--- src/common/conv_pkg.sv ---
// convolution datapath geometry
// sample and word widths, buffer sizes and the operand bundle
// that runs from the tap buffer into the MAC lanes
package conv_pkg;

  // sample and host word widths
  localparam int BYTE_W = 8;
  localparam int WORD_W = 32;

  // two 4-byte lanes per step
  localparam int LANES = 2;
  localparam int STEP_BYTES = LANES * WORD_W / BYTE_W;

  localparam int KERNEL_LENGTH = 8;
  localparam int MAX_CHANNELS = 32;

  // memories hold one step (a word pair) per entry
  localparam int FILTER_PAIRS = KERNEL_LENGTH * MAX_CHANNELS / STEP_BYTES;
  // input ring keeps one spare row for writes during a run
  localparam int INPUT_PAIRS = (KERNEL_LENGTH + 1) * MAX_CHANNELS / STEP_BYTES;

  // byte address into either buffer
  localparam int ADDR_W = 10;
  localparam int FILTER_IDX_W = $clog2(FILTER_PAIRS);
  localparam int INPUT_IDX_W = $clog2(INPUT_PAIRS);

  typedef logic signed [BYTE_W-1:0] conv_byte_t;

  // host writes see a raw word, lanes see four signed samples
  // byte 0 sits in the low bits
  typedef union packed {
    logic [WORD_W-1:0] raw;
    conv_byte_t [WORD_W/BYTE_W-1:0] bytes;
  } conv_word_u;

  // one step of the MAC, tags travel with the data
  typedef struct packed {
    logic valid;
    logic last;
    conv_word_u [LANES-1:0] filter_pair;
    conv_word_u [LANES-1:0] input_pair;
  } mac_operand_t;

endpackage

--- src/design/acc_combine.sv ---
// end of run combiner
// adds the two lane sums once the last step has been accumulated,
// holds the result and raises the done level
`timescale 1ns/1ns

module acc_combine (
  input  logic                               clk,
  input  logic                               reset,
  input  logic                               start,
  input  logic                               last,
  input  logic signed [conv_pkg::WORD_W-1:0] lane_sum0,
  input  logic signed [conv_pkg::WORD_W-1:0] lane_sum1,
  output logic [conv_pkg::WORD_W-1:0]        result,
  output logic                               done
);

  // last tag one cycle behind the operand, the lanes have added it by then
  logic last_d;

  always_ff @(posedge clk) begin
    if (reset) begin
      last_d <= 1'b0;
      done <= 1'b1;
      result <= '0;
    end else if (start) begin
      // start wins over a pending last from an aborted run
      last_d <= 1'b0;
      done <= 1'b0;
    end else begin
      last_d <= last;
      if (last_d) begin
        result <= lane_sum0 + lane_sum1;
        done <= 1'b1;
      end
    end
  end

endmodule

--- config.mk ---
export PLATFORM = sky130hd
export DESIGN_NAME = acc_combine
export DESIGN_NICKNAME = d
export VERILOG_FILES = /design/src/common/conv_pkg.sv /design/src/design/acc_combine.sv
export SDC_FILE = /design/constraint.sdc
export NUM_CORES = 1
export LEC_CHECK = 0
export BUFFER_PORTS_ARGS = -buffer_cell sky130_fd_sc_hd__buf_4
export CAP_MARGIN = 20
export CORE_MARGIN = 4
export CORE_UTILIZATION = 50
export DETAILED_ROUTE_END_ITERATION = 12
export PLACE_DENSITY = 0.84
export SYNTH_ARGS = -nofsm -noshare
export SYNTH_HDL_FRONTEND = slang
export SYNTH_SLANG_ARGS = --single-unit
--- constraint.sdc ---
create_clock -name clk -period 3.2 [get_ports clk]
set_clock_uncertainty 0.1 [all_clocks]
set_input_delay 0.48 -clock clk [delete_from_list [all_inputs] [get_ports clk]]
set_output_delay 0.48 -clock clk [all_outputs]
set_load 0.05 [all_outputs]
Word-level counts from Yosys, hierarchy flattened. Index checks and enable logic that the tools add are counted.

Multiplexer cells: 2. Bitwise gates (word level): 1. Reductions and logical operators: 3. $add $sub $neg: 1.

Operators with widths (number): $add A32 B32 Y32 (1); $mux W1 (2); $reduce_and A2 Y1 (1); $reduce_bool A2 Y1 (1); $reduce_or A2 Y1 (1); $not A1 Y1 (1).

Bits in registers: 34. Word-level logic and storage cells: 10. Input bits: 68.

Logic depth before layout (Yosys ltp). Gate-level depths: netlist of the first run.

Depth in word-level cells: 2. Mapped depth: 10. Depth with buffers taken out: 10.

Least setup slack after synthesis of the first run. No wires, ideal clock.

Path kind: input to register. Start point: input port lane_sum0[10] in the netlist's numbering. End point: register result[29] in the netlist's numbering. Cell stages on the path: 9. Path buffers: 0. Data arrival time: 2603 ps. Slack: 365 ps. Cells stage by stage: ha_1 and2_1 a221oi_1 a21oi_1 or3_1 o31a_1 a41oi_1 mux2i_1 o21ai_0.

Longest elaborated chain between the ends: 1.

Ends and longest elaborated chain: from (decl) (line acc_combine.sv:11) `input logic signed [conv_pkg::WORD_W-1:0] lane_sum0,`; $add A32 B32 Y32 (line acc_combine.sv:32) `result <= lane_sum0 + lane_sum1;`; to (signal assigned) (line acc_combine.sv:32); to (decl) (line acc_combine.sv:13) `output logic [conv_pkg::WORD_W-1:0] result,`.

No other way between the ends. A chain may end at the register's enable or synchronous reset.

Worst setup path in the final report of the first run.
Start point: input port lane_sum0[9] in the netlist's numbering. End point: register result[29] in the netlist's numbering.

The elaborated chain is that of the path after synthesis.

==> results by group, run 1 <==
Clock network
  • CTS tree: built
  • Post-CTS sizing: 0
  • CTS buffer count: 5
  • CTS sink cnt: 34
  • Htree depth: 2
  • CTS clk-pin slew, worst paths: 0.08 ns
  • # hold bufs at CTS: 0
  • Worst skew pair latency: 0.29 ns
  • CTS root buf: clkbuf_8
  • Post-CTS setup buffer count: 0
  • Clock Path Buffers: 2

Detailed routing
  • Vias per Instance: 5.732
  • Drt initial violations: 182
  • Routed vias: 2,946
  • DR DRC count: 0
  • Number of nets with antenna violations after routing: 0
  • Routed WL per cell: 15.76 µm
  • Drt total wl: 8101 µm
  • TritonRoute pass-1 iters: 4

Global route
  • First-pass GRT wire length: 13,210 µm
  • Total gr overflow: 0
  • Largest net degree at the start of global routing: 26
  • Antenna violations before repair: 0
  • Total GRT Usage: 0.2481
  • Number of global-route vias before repair: 2,996

Setup path
  • R2R Setup Slk: 1.49 ns
  • Worst r2r src: last_d
  • RR Endpoint: result[30]
  • Critical Path AT: 2.85 ns
  • CP max FO: 5
  • Setup Crit Path Kind: in -> reg
  • Critical Path RT: 3.27 ns
  • Reg2Reg Depth: 3
  • Critical path launch point: lane_sum0[9]
  • CP Launch Type: input pin
  • Crit path to: result[29]
  • Crit. End Element: flop

Floorplan
  • Initial Util: 0.5288
  • Core footprint: 0.005205 mm²
  • DIE AREA: 0.006756 mm²
  • Row count: 26
  • Die width: 82.20 µm
  • Die Ht: 82.20 µm
  • I/O pin count: 101

Run
  • Max cap viols: 0

Place
  • Post-place setup slack: 0.1174 ns
  • RePlAce Congestion: 0.8968
  • Placed insts: 506
  • Placed Area: 0.003583 mm²
  • Post-DP HPWL: 6615 µm
  • Buffers added on ports: 100

Final layout
  • Finished Layout Cells: 514
  • Ant. Diodes: 0
  • Post-layout util: 0.7094
  • Design area: 0.003692 mm²
  • Area growth syn-to-layout: 34.14%
  • Nets: 543
  • Layout cell share with drive strength beyond 1: 0.2770

STA
  • WHS: 0.2840 ns
  • Fmax: 359.2 MHz
  • Final period util: 0.8699
  • Final worst slack: 0.4163 ns
  • Unrepaired setup endpoints after global routing: no
  • Max-slew violations: 0
  • Tightest Pin Transition: 0.8470 ns
  • Final setup violation count: 0
  • Relative slew slack: 0.4353
  • Crit path time final: 2.784 ns
  • Setup_tns: 0 ns
  • Fin. Hold Viols: 0

Synth
  • Synth warnings: 0
  • XOR/XNOR Fraction of Synth Area: 0.07636
  • Seq/Total Area, Yosys: 0.2473
  • Avg Synthesized Cell Area: 8.002 µm²
  • Largest family of logic cells by synthesized area: compound AO/OA/AOI/OAI gates
  • Most frequent cell after synthesis: nand2_1
  • Synth area leaders: dfxtp_1, ha_1, a21oi_1
  • Post-synthesis mux area share: 0.003636
  • Post-Syn Instances: 344
  • Area leader, netlist: dfxtp_1
  • Yosys reg bits: 34
  • Top cells by count, synth: nand2_1, a21oi_1, dfxtp_1
  • Syn Nets: 444
  • Simple-Gate Fraction of Synth Area: 0.1886
  • Ys async rst share: 0
  • Top FF cell, synth: dfxtp_1
  • Synth unique cells: 52
  • Adder-cell share of the synthesized area: 0.1482
  • Synth Area in Compound Gates: 0.3114
  • Post-synth top area share: 0.2473
  • Number of flops mapped to enable cells by yosys: 0
  • Synthesized area: 0.002753 mm²

Power and ir drop
  • Cell area power density: 372.1 mW/mm²
  • Gate power share: 0.385
  • Final Power: 1.374 mW
  • Int Power: 0.9012 mW
  • Sw Pwr: 0.4725 mW
  • Flop pwr share: 0.324
  • Net Sw Frac: 0.3440
  • Pleak: 1.698 nW
  • Max rail drop VDD: 200.2 µV
  • Clock power share: 0.292

Hold path
  • Hold Crit Class: in -> reg

Status
  • Status: complete, no violations
[critical path: stages]
cell and delay [ns]:
buf_4 0.11, ha_1 0.35, and2_1 0.19, a221oi_1 0.37, a21oi_1 0.13, or3_1 0.35, o31a_1 0.33, a41oi_1 0.25
mux2i_1 0.20, o21ai_0 0.10
[kinds of logic after synthesis]
family / after synthesis
adders and majority gates: 32
DFF: 34
muxes: 1
buffers and inverters: 18
xor gates and xnor gates: 24
AOI/OAI and AO/OA: 124
and+or+nand+nor: 111
[layer usage]
layer  global-route usage  wire length (µm)
met5                    0                 0
met4              0.06811               110
met3              0.03796               548
met2               0.4744              4302
met1               0.2808              3139
[registers in the layout (all words and copies together) (netlist names)]
register  cells
done          1
last_d        1
result       32
[worst min path at each step]
stage,cells past startpoint,startpoint,endpoint
after floorplan,2,last_d,done
after global placement,2,result[3],result[3]
after detailed placement,2,result[10],result[10]
after CTS,2,start,last_d
after global routing,2,start,last_d
final,2,start,last_d
[placed cells by master (no fill, tap or decap), types with 2 or more instances in the layout]
master      n
o21ai_0    19
nor3_1      8
or3_1       3
nand2_1    47
o21a_1      3
a21o_1     14
a211o_2     2
xor2_1      7
inv_1       4
a21oi_1    42
a211oi_1    6
a22o_1     13
clkinv_2    2
o211ai_1    3
buf_4     106
nor4b_1     2
nand3_1     6
nor2b_1     2
xnor2_1    17
clkbuf_8    5
nand4_1     8
o31a_1      2
ha_1       31
o21bai_1    2
and2_1      2
dfxtp_1    34
nand2b_1    4
nor2_1     22
nor3b_1     2
and3_1      2
[power groups by stage]
stage / combinational, mW / clock [mW] / sequential, mW
finish: 0.528 / 0.401 / 0.445
floorplan: 0.308 / 0 / 0.501
global placement: 0.513 / 0 / 0.454
detailed placement: 0.522 / 0 / 0.455
CTS: 0.525 / 0.403 / 0.444
global route: 0.578 / 0.423 / 0.446
[layout make-up]
class	instances	area, µm²
Clock buffer	5	68.82
Clock inverter	3	40.04
Fill cell	470	1513
Inverter	4	15.01
Multi-Input combinational cell	292	2004
Sequential cell	34	680.7
Tap cell	70	87.58
Timing Repair Buffer	106	795.8
No activity file was read; power rests on OpenSTA's default activity.
==> inputs of run 2 (changes only) <==
--- a/config.mk
+++ b/config.mk
@@ -5,12 +5,14 @@
 export SDC_FILE = /design/constraint.sdc
 export NUM_CORES = 1
 export LEC_CHECK = 0
+export ABC_AREA = 1
 export BUFFER_PORTS_ARGS = -buffer_cell sky130_fd_sc_hd__buf_4
 export CAP_MARGIN = 20
 export CORE_MARGIN = 4
-export CORE_UTILIZATION = 50
+export CORE_UTILIZATION = 54
 export DETAILED_ROUTE_END_ITERATION = 12
-export PLACE_DENSITY = 0.84
+export HOLD_SLACK_MARGIN = 0.02
+export PLACE_DENSITY = 0.85
 export SYNTH_ARGS = -nofsm -noshare
 export SYNTH_HDL_FRONTEND = slang
 export SYNTH_SLANG_ARGS = --single-unit
==> run 2 against run 1 <==
  * Area after synthesis is 31% higher
  * Wire length is 30% higher
  * Flip-flop and latch count stayed put
  * Largest cell class unchanged
  * Largest power group unchanged
==> results by group, run 2 <==
Final layout
  • Biggest regs: result (32), done (1), last_d (1)
  • Fill cells: 604 (+29%)
  • Largest Register: result
  • Post-layout util: 0.7037 (-0.005693)
  • Footprint of the multi-input gates: 0.002360 mm² (+18%)
  • Max FFs per register: 32 (unchanged)
  • Ant. Diodes: 0 (unchanged)
  • Most common cell after layout, fill and taps aside: nand2_1
  • Register area: 680.7 µm² (unchanged)
  • Finished Layout Cells: 850 (+65%)
  • Area growth syn-to-layout: 25.29%
  • Layout cell share with drive strength beyond 1: 0.1501 (-0.1270)
  • Commonest cells after routing, fill and taps aside: nand2_1, inv_1, nor2_1
  • Nets: 872 (+61%)

Setup path
  • Crit. End Element: flop
  • R2R Setup Slk: 1.28 ns (-0.21 ns)
  • Reg2Reg Depth: 6 (+3)
  • Setup Crit Path Kind: in -> reg
  • Slowest-stage cell, CP: fa_1
  • CP Launch Type: input pin
  • CP top delay family: simple AND/OR/NAND/NOR gates
  • CP cell instances: buf_4 > ha_1 > fa_1 > nand3_1 > nand3_1 > nand3_1 > nand3_1 > nand3_1 > nand2_1 > nand2_1 > nand3_1 > nand2_1 > inv_1
  • Crit-path most repeated cell: nand3_1
  • Worst Path Buf+Inv: 2 (+1)
  • RR Endpoint: result[27]
  • Critical Path AT: 2.16 ns (-0.69 ns)
  • Worst r2r src: last_d
  • CP max FO: 4 (-1)
  • Critical Path RT: 3.29 ns (+0.02 ns)
  • Critical Path Max Stage Delay: 0.45 ns (+0.08 ns)

STA
  • Relative slew slack: 0.6771 (+0.2417)
  • WHS: 0.2578 ns (-0.02624 ns)
  • Final setup violation count: 0 (unchanged)
  • Final period util: 0.6481 (-0.2218)
  • Crit path time final: 2.074 ns (-0.7098 ns)
  • Setup_tns: 0 ns (unchanged)
  • Fmax: 482.2 MHz (+34%)
  • Unrepaired setup endpoints after global routing: no
  • Tightest Pin Transition: 0.4832 ns (-0.3638 ns)
  • Fin. Hold Viols: 0 (unchanged)
  • Max-slew violations: 0 (unchanged)

Clock network
  • CTS tree: built
  • Post-CTS sizing: 0 (unchanged)
  • CTS sink cnt: 34 (unchanged)
  • CTS buffer count: 5 (unchanged)
  • Clock Path Buffers: 2 (unchanged)
  • CTS root buf: clkbuf_8
  • Htree depth: 2 (unchanged)
  • Worst skew pair latency: 0.28 ns (about the same)
  • Post-CTS setup buffer count: 0 (unchanged)
  • # hold bufs at CTS: 0 (unchanged)
  • CTS clk-pin slew, worst paths: 0.07 ns (about the same)

Synth
  • Simple-Gate Fraction of Synth Area: 0.4336 (+0.2449)
  • Post-synthesis mux area share: 0 (-0.003636)
  • Area leader, netlist: nand2_1
  • Adder-cell share of the synthesized area: 0.1131 (-0.03511)
  • Synth unique cells: 21 (-60%)
  • Synthesized area: 0.003607 mm² (+31%)
  • Synth warnings: 0 (unchanged)
  • Most frequent cell after synthesis: nand2_1
  • Seq/Total Area, Yosys: 0.1887 (-0.05858)
  • Syn Nets: 773 (+74%)
  • Ys async rst share: 0 (unchanged)
  • Top cells by count, synth: nand2_1, inv_1, nor2_1
  • Synth Area in Compound Gates: 0.07111 (-0.2403)
  • Synth area leaders: nand2_1, dfxtp_1, inv_1
  • Top FF cell, synth: dfxtp_1
  • Yosys reg bits: 34 (unchanged)
  • Largest family of logic cells by synthesized area: simple AND/OR/NAND/NOR gates
  • XOR/XNOR Fraction of Synth Area: 0.03642 (-0.03994)
  • Post-Syn Instances: 673 (+96%)
  • Avg Synthesized Cell Area: 5.360 µm² (-33%)
  • Post-synth top area share: 0.2414 (-0.005858)
  • Number of flops mapped to enable cells by yosys: 0 (unchanged)

Detailed routing
  • Drt initial violations: 251 (+38%)
  • TritonRoute pass-1 iters: 5 (+1)
  • Routed vias: 4,186 (+42%)
  • DR DRC count: 0 (unchanged)
  • Number of nets with antenna violations after routing: 0 (unchanged)
  • Routed WL per cell: 12.38 µm (-21%)
  • Drt total wl: 10,520 µm (+30%)
  • Vias per Instance: 4.925 (-14%)

Place
  • RePlAce Congestion: 0.9312 (+3.8%)
  • Placed insts: 842 (+66%)
  • Buffers added on ports: 100 (unchanged)
  • Post-DP HPWL: 8985 µm (+36%)

Floorplan
  • Row count: 29 (+12%)
  • Core footprint: 0.006422 mm² (+23%)
  • Initial Util: 0.5617 (+0.03281)
  • Die Ht: 89.73 µm (+9.2%)
  • I/O pin count: 101 (unchanged)
  • Die width: 89.73 µm (+9.2%)
  • DIE AREA: 0.008051 mm² (+19%)

Global route
  • Largest net degree at the start of global routing: 43 (+65%)
  • First-pass GRT wire length: 17,440 µm (+32%)
  • Antenna violations before repair: 0 (unchanged)
  • Total gr overflow: 0 (unchanged)
  • Total GRT Usage: 0.2577 (+0.009667)
  • Number of global-route vias before repair: 3,693 (+23%)

Hold path
  • Min-delay src: start
  • Hold depth: 2 (unchanged)
  • Hold Crit Class: in -> reg
  • Hold Path Sink: last_d

Run
  • Max cap viols: 0 (unchanged)

Power and ir drop
  • Final Power: 1.401 mW (+2.0%)
  • Pleak: 2.872 nW (+69%)
  • Max rail drop VDD: 138.5 µV (-31%)
  • Cell area power density: 310.1 mW/mm² (-17%)

Status
  • Status: complete, no violations
[run 2: worst max-delay path by stage]
stage | start | end | slack [ns] | cells past startpoint
6_report | lane_sum0[0] | result[20] | 1.13 | 13
5_1_grt | lane_sum0[0] | result[20] | 0.94 | 13
4_1_cts | lane_sum0[0] | result[20] | 1.14 | 13
3_5_place_dp | lane_sum0[0] | result[20] | 0.85 | 13
3_3_place_gp | lane_sum0[0] | result[20] | 0.86 | 13
2_1_floorplan | lane_sum0[0] | result[20] | 1.14 | 12
[run 2: layer usage]
metal / vias up / track usage / routed length, µm
met5: - / 0 / 0
met3: 8 / 0.03589 / 792
met2: 157 / 0.3991 / 4455
li1: 2212 / - / -
met1: 1809 / 0.3877 / 5208
met4: 0 / 0.03576 / 67
[run 2: worst reg2reg max path, delay by kind of cell (launching register included)]
kind,cells,cell delay (ns)
flip-flops,1,0.31
AND/OR/NAND/NOR,3,0.63
buffers and inverters,3,0.79
[run 2: cell families after synthesis]
family,Yosys count
flops,34
buf+inv,150
compound gates,48
simple gates,394
xor+xnor,15
fa+ha+maj,32
[run 2: area by class of cell]
cell class	instances	area share
inverters	141	0.1171
multi-input cells	489	0.5221
flip-flops and latches	34	0.1506
well taps	77	0.02132
repair buffers	101	0.1678
clock buffers	6	0.01827
clock inverters	2	0.002769
[run 2: through the flow]
stage               worst slack (ns)  area (µm²)
floorplan                      1.144        3607
global placement              0.8632        4424
detailed placement            0.8477        4424
CTS                            1.144        4519
global route                  0.9359        4519
finish                         1.126        4519
[run 2: where the power goes]
group	internal (mW)	leakage, nW	switching [mW]
sequential	0.439	0.277	0.00859
combinational	0.227	2.55	0.390
clock	0.173	0.0472	0.164
==> inputs of run 3 (changes only) <==
--- a/config.mk
+++ b/config.mk
@@ -5,14 +5,14 @@
 export SDC_FILE = /design/constraint.sdc
 export NUM_CORES = 1
 export LEC_CHECK = 0
-export ABC_AREA = 1
+export ABC_AREA = 0
 export BUFFER_PORTS_ARGS = -buffer_cell sky130_fd_sc_hd__buf_4
 export CAP_MARGIN = 20
 export CORE_MARGIN = 4
-export CORE_UTILIZATION = 54
+export CORE_UTILIZATION = 50
 export DETAILED_ROUTE_END_ITERATION = 12
 export HOLD_SLACK_MARGIN = 0.02
-export PLACE_DENSITY = 0.85
+export PLACE_DENSITY = 0.84
 export SYNTH_ARGS = -nofsm -noshare
 export SYNTH_HDL_FRONTEND = slang
 export SYNTH_SLANG_ARGS = --single-unit
==> constraint.sdc (replaced) <==
create_clock -name clk -period 2 [get_ports clk]
set_clock_uncertainty 0.1 [all_clocks]
set_input_delay 0.3 -clock clk [delete_from_list [all_inputs] [get_ports clk]]
set_output_delay 0.3 -clock clk [all_outputs]
set_load 0.05 [all_outputs]
==> run 3 against run 2 <==
  * The flow now stops in global routing (5_1_grt)
  * Synthesized cell count is 49% lower
  * Area after synthesis is 24% lower
==> results by group, run 3 <==
Synth
  • Syn Nets: 444 (-43%)
  • Synth area leaders: dfxtp_1, ha_1, a21oi_1
  • Most frequent cell after synthesis: nand2_1
  • Seq/Total Area, Yosys: 0.2473 (+0.05858)
  • Number of flops mapped to enable cells by yosys: 0 (unchanged)
  • Top cells by count, synth: nand2_1, a21oi_1, dfxtp_1
  • Synth warnings: 0 (unchanged)
  • Avg Synthesized Cell Area: 8.002 µm² (+49%)
  • Yosys reg bits: 34 (unchanged)
  • Synthesized area: 0.002753 mm² (-24%)
  • Synth unique cells: 52 (+150%)
  • Top FF cell, synth: dfxtp_1
  • Post-Syn Instances: 344 (-49%)
  • Post-synth top area share: 0.2473 (+0.005858)
  • Ys async rst share: 0 (unchanged)
  • Area leader, netlist: dfxtp_1

Clock network
  • Clock Path Buffers: 2 (unchanged)
  • CTS sink cnt: 34 (unchanged)
  • CTS root buf: clkbuf_8
  • CTS buffer count: 5 (unchanged)
  • # hold bufs at CTS: 0 (unchanged)
  • Htree depth: 2 (unchanged)

Floorplan
  • Die width: 82.20 µm (-8.4%)
  • I/O pin count: 101 (unchanged)
  • Initial Util: 0.5288 (-0.03281)
  • Row count: 26 (-10%)
  • Die Ht: 82.20 µm (-8.4%)

STA
  • GRT repair_timing worst endpoint: result[29]$_SDFFE_PP0P_/D
  • Worst ep type: register input

Global route
  • Total GRT Usage: 0.6805
  • Total gr overflow: 25
  • Largest net degree at the start of global routing: 26

Place
  • Buffers added on ports: 100 (unchanged)
  • Post-DP HPWL: 8109 µm (-9.7%)
  • RePlAce Congestion: 0.9066 (-2.6%)
  • Post-place setup slack: -0.8504 ns (-1.698 ns)

Status
  • Stop Error: [ERROR GRT-0232] Routing congestion too high. Check the congestion heatmap in the GUI.
  • Stop stage: global routing (5_1_grt)
  • Status: aborted with a tool error
==> run 3: cell types whose count changed after synthesis, moves of 6 or more <==
cell | before | now
nor3_1 | 1 | 8
a21o_1 | 1 | 14
a22o_1 | 0 | 13
a21oi_1 | 24 | 42
nand2_1 | 232 | 47
xnor2_1 | 2 | 17
xor2_1 | 13 | 7
inv_1 | 141 | 4
nand3_1 | 43 | 6
clkbuf_1 | 6 | 13
a211oi_1 | 0 | 6
nor2_1 | 106 | 22
==> run 3: routing by layer <==
layer | GRT overflow | global-route usage
met4 | 12 | 0.6960
met1 | 0 | 0.6627
met5 | 0 | 0.05833
met3 | 0 | 0.5553
met2 | 13 | 0.8470
==> run 3: kinds of logic after synthesis <==
| logic type | count (synthesis) | share of synthesized area |
|---|---|---|
| xor gates and xnor gates | 24 | 0.07636 |
| adders and majority gates | 32 | 0.1482 |
| buffers and inverters | 18 | 0.02454 |
| and+or+nand+nor | 111 | 0.1886 |
| AOI/OAI and AO/OA | 124 | 0.3114 |
| DFF | 34 | 0.2473 |
| muxes | 1 | 0.003637 |
==> run 3: timing repair <==
| item | 4_1_cts |
|---|---|
| pin swaps | 28 |
| gates resized for setup | 30 |
| buffers inserted | 9 |
| cloned | 0 |
| setup endpoints to repair | 19 |
==> run 3: metrics by stage <==
stage,instances,area (µm²)
floorplan,344,2962
global placement,596,4438
detailed placement,596,4438
CTS,613,4768
==> inputs of run 4 (changes only) <==
--- a/config.mk
+++ b/config.mk
@@ -9,10 +9,9 @@
 export BUFFER_PORTS_ARGS = -buffer_cell sky130_fd_sc_hd__buf_4
 export CAP_MARGIN = 20
 export CORE_MARGIN = 4
-export CORE_UTILIZATION = 50
+export CORE_UTILIZATION = 40
 export DETAILED_ROUTE_END_ITERATION = 12
-export HOLD_SLACK_MARGIN = 0.02
-export PLACE_DENSITY = 0.84
+export PLACE_DENSITY_LB_ADDON = 0.15
 export SYNTH_ARGS = -nofsm -noshare
 export SYNTH_HDL_FRONTEND = slang
 export SYNTH_SLANG_ARGS = --single-unit
==> run 4 against run 3 <==
  * The flow now finishes, with violations (setup timing)
==> results by group, run 4 (same netlist as run 1, synthesis figures left out) <==
Status
  • Status: finished with violations
  • Failing checks: setup timing

Floorplan
  • Row count: 29 (+12%)
  • DIE AREA: 0.008273 mm²
  • Core footprint: 0.006531 mm²
  • Initial Util: 0.4215 (-0.1074)
  • Die width: 90.96 µm (+11%)
  • Die Ht: 90.96 µm (+11%)
  • I/O pin count: 101 (unchanged)

Setup path
  • CP Launch Type: input pin
  • Critical Path AT: 2.53 ns
  • Worst r2r src: last_d
  • Setup Crit Path Kind: in -> reg
  • Critical Path RT: 2.07 ns
  • Crit. End Element: flop
  • CP max FO: 3
  • Critical path launch point: lane_sum0[1]

Global route
  • GRT busiest layer: met2
  • Antenna violations before repair: 0
  • Total gr overflow: 0
  • First-pass GRT wire length: 15,410 µm
  • Number of global-route vias before repair: 3,409
  • GRT met1 Usage: 0.2862
  • GR Layer Usage met3: 0.03802
  • Total GRT Usage: 0.2208
  • Largest net degree at the start of global routing: 26
  • M2 GR Usage: 0.3887

Clock network
  • CTS sink cnt: 34 (unchanged)
  • Htree depth: 2 (unchanged)
  • CTS clk-pin slew, worst paths: 0.07 ns
  • CTS root buf: clkbuf_8
  • Worst skew pair latency: 0.28 ns
  • CTS tree: built
  • Clock Path Buffers: 2 (unchanged)
  • # hold bufs at CTS: 0 (unchanged)
  • CTS buffer count: 5 (unchanged)

Final layout
  • Area growth syn-to-layout: 77.77%
  • Nets: 642
  • Largest Register: result
  • Biggest regs: result (32), done (1), last_d (1)
  • Layout cell share with drive strength beyond 1: 0.4880
  • Max FFs per register: 32
  • Ant. Diodes: 0
  • Finished Layout Cells: 620
  • Most common cell after layout, fill and taps aside: buf_4
  • Fill cells: 517
  • Commonest cells after routing, fill and taps aside: buf_4, nand2_1, dfxtp_1
  • Design area: 0.004893 mm²

Detailed routing
  • Routed vias: 3,390
  • Routed WL per cell: 15.47 µm
  • Drt initial violations: 99
  • TritonRoute pass-1 iters: 4
  • Vias per Instance: 5.468
  • Drt total wl: 9591 µm
  • Number of nets with antenna violations after routing: 0
  • DR DRC count: 0

STA
  • Crit path time final: 2.466 ns
  • Fmax: 405.4 MHz
  • Relative slew slack: 0.5232
  • Final period util: 1.233
  • WHS: 0.1012 ns
  • Final worst slack: -0.4665 ns
  • Max-slew violations: 0
  • Unrepaired setup endpoints after global routing: yes
  • Final setup violation count: 21
  • Tightest Pin Transition: 0.7125 ns
  • Fin. Hold Viols: 0

Power and ir drop
  • Cell area power density: 530.0 mW/mm²
  • Sw Pwr: 0.8852 mW
  • Pleak: 2.289 nW
  • Max rail drop VDD: 286.4 µV
  • Clock power share: 0.237
  • Gate power share: 0.488
  • Final Power: 2.593 mW
  • Int Power: 1.708 mW
  • Flop pwr share: 0.275
  • Net Sw Frac: 0.3413

Place
  • Buffers added on ports: 100 (unchanged)
  • RePlAce Congestion: 0.8608 (-5.1%)
  • Post-DP HPWL: 7482 µm (-7.7%)
  • Post-place setup slack: -0.7760 ns (+0.07434 ns)
  • Placed Area: 0.004424 mm² (-0.31%)
  • Placed insts: 600 (+0.67%)

Hold path
  • Min-delay src: start
  • Hold Crit Class: in -> reg

Run
  • Max cap viols: 0
==> run 4: per-stage QoR <==
step	util	setup TNS [ns]
3_5_place_dp	0.6774	-11.64
6_report	0.7492	-4.707
5_1_grt	0.7492	-6.072
2_1_floorplan	-	-3.596
4_1_cts	0.7226	-3.954
3_3_place_gp	0.6774	-10.82
==> run 4: final cells by class <==
cell class	instances	area [µm²]	area share
Clock buffer	8	110.1	0.02250
Inverter	4	15.01	0.003068
Multi-Input combinational cell	292	2381	0.4866
Sequential cell	34	680.7	0.1391
Tap cell	77	96.34	0.01969
Timing Repair Buffer	205	1610	0.3291
==> run 4: timing repair <==
action                     CTS  global route
resized for setup           26            29
setup endpoints to repair   18            22
buffers inserted             8             6
pin swaps                   23            23
==> run 4: critical path: stages <==
cell      delay (ns)
buf_8           0.10
ha_4            0.23
a211o_4         0.35
a211oi_4        0.29
nor4b_2         0.10
or3_4           0.40
o31a_1          0.31
a41oi_2         0.17
mux2i_1         0.20
o21ai_1         0.08
==> run 4: metal layers <==
layer  wire length, µm  vias up
li1                  -     1674
met1              4173     1614
met3               573        7
met4                42        0
met2              4803       95
met5                 0        -
==> run 4: worst paths after layout <==
kind	cells past startpoint	slack [ns]	to
max	10	-0.47	result[29]
min	2	0.10	last_d
max reg2reg	4	0.47	result[7]
min reg2reg	2	0.36	result[0]
==> run 4: power groups by stage <==
stage	Clock, mW	Combinational (mW)	Sequential (mW)
after global routing	0.648	1.37	0.714
after CTS	0.627	1.18	0.712
after global placement	0	1.09	0.727
final	0.614	1.27	0.712
after detailed placement	0	1.11	0.728
after floorplan	0	0.554	0.801
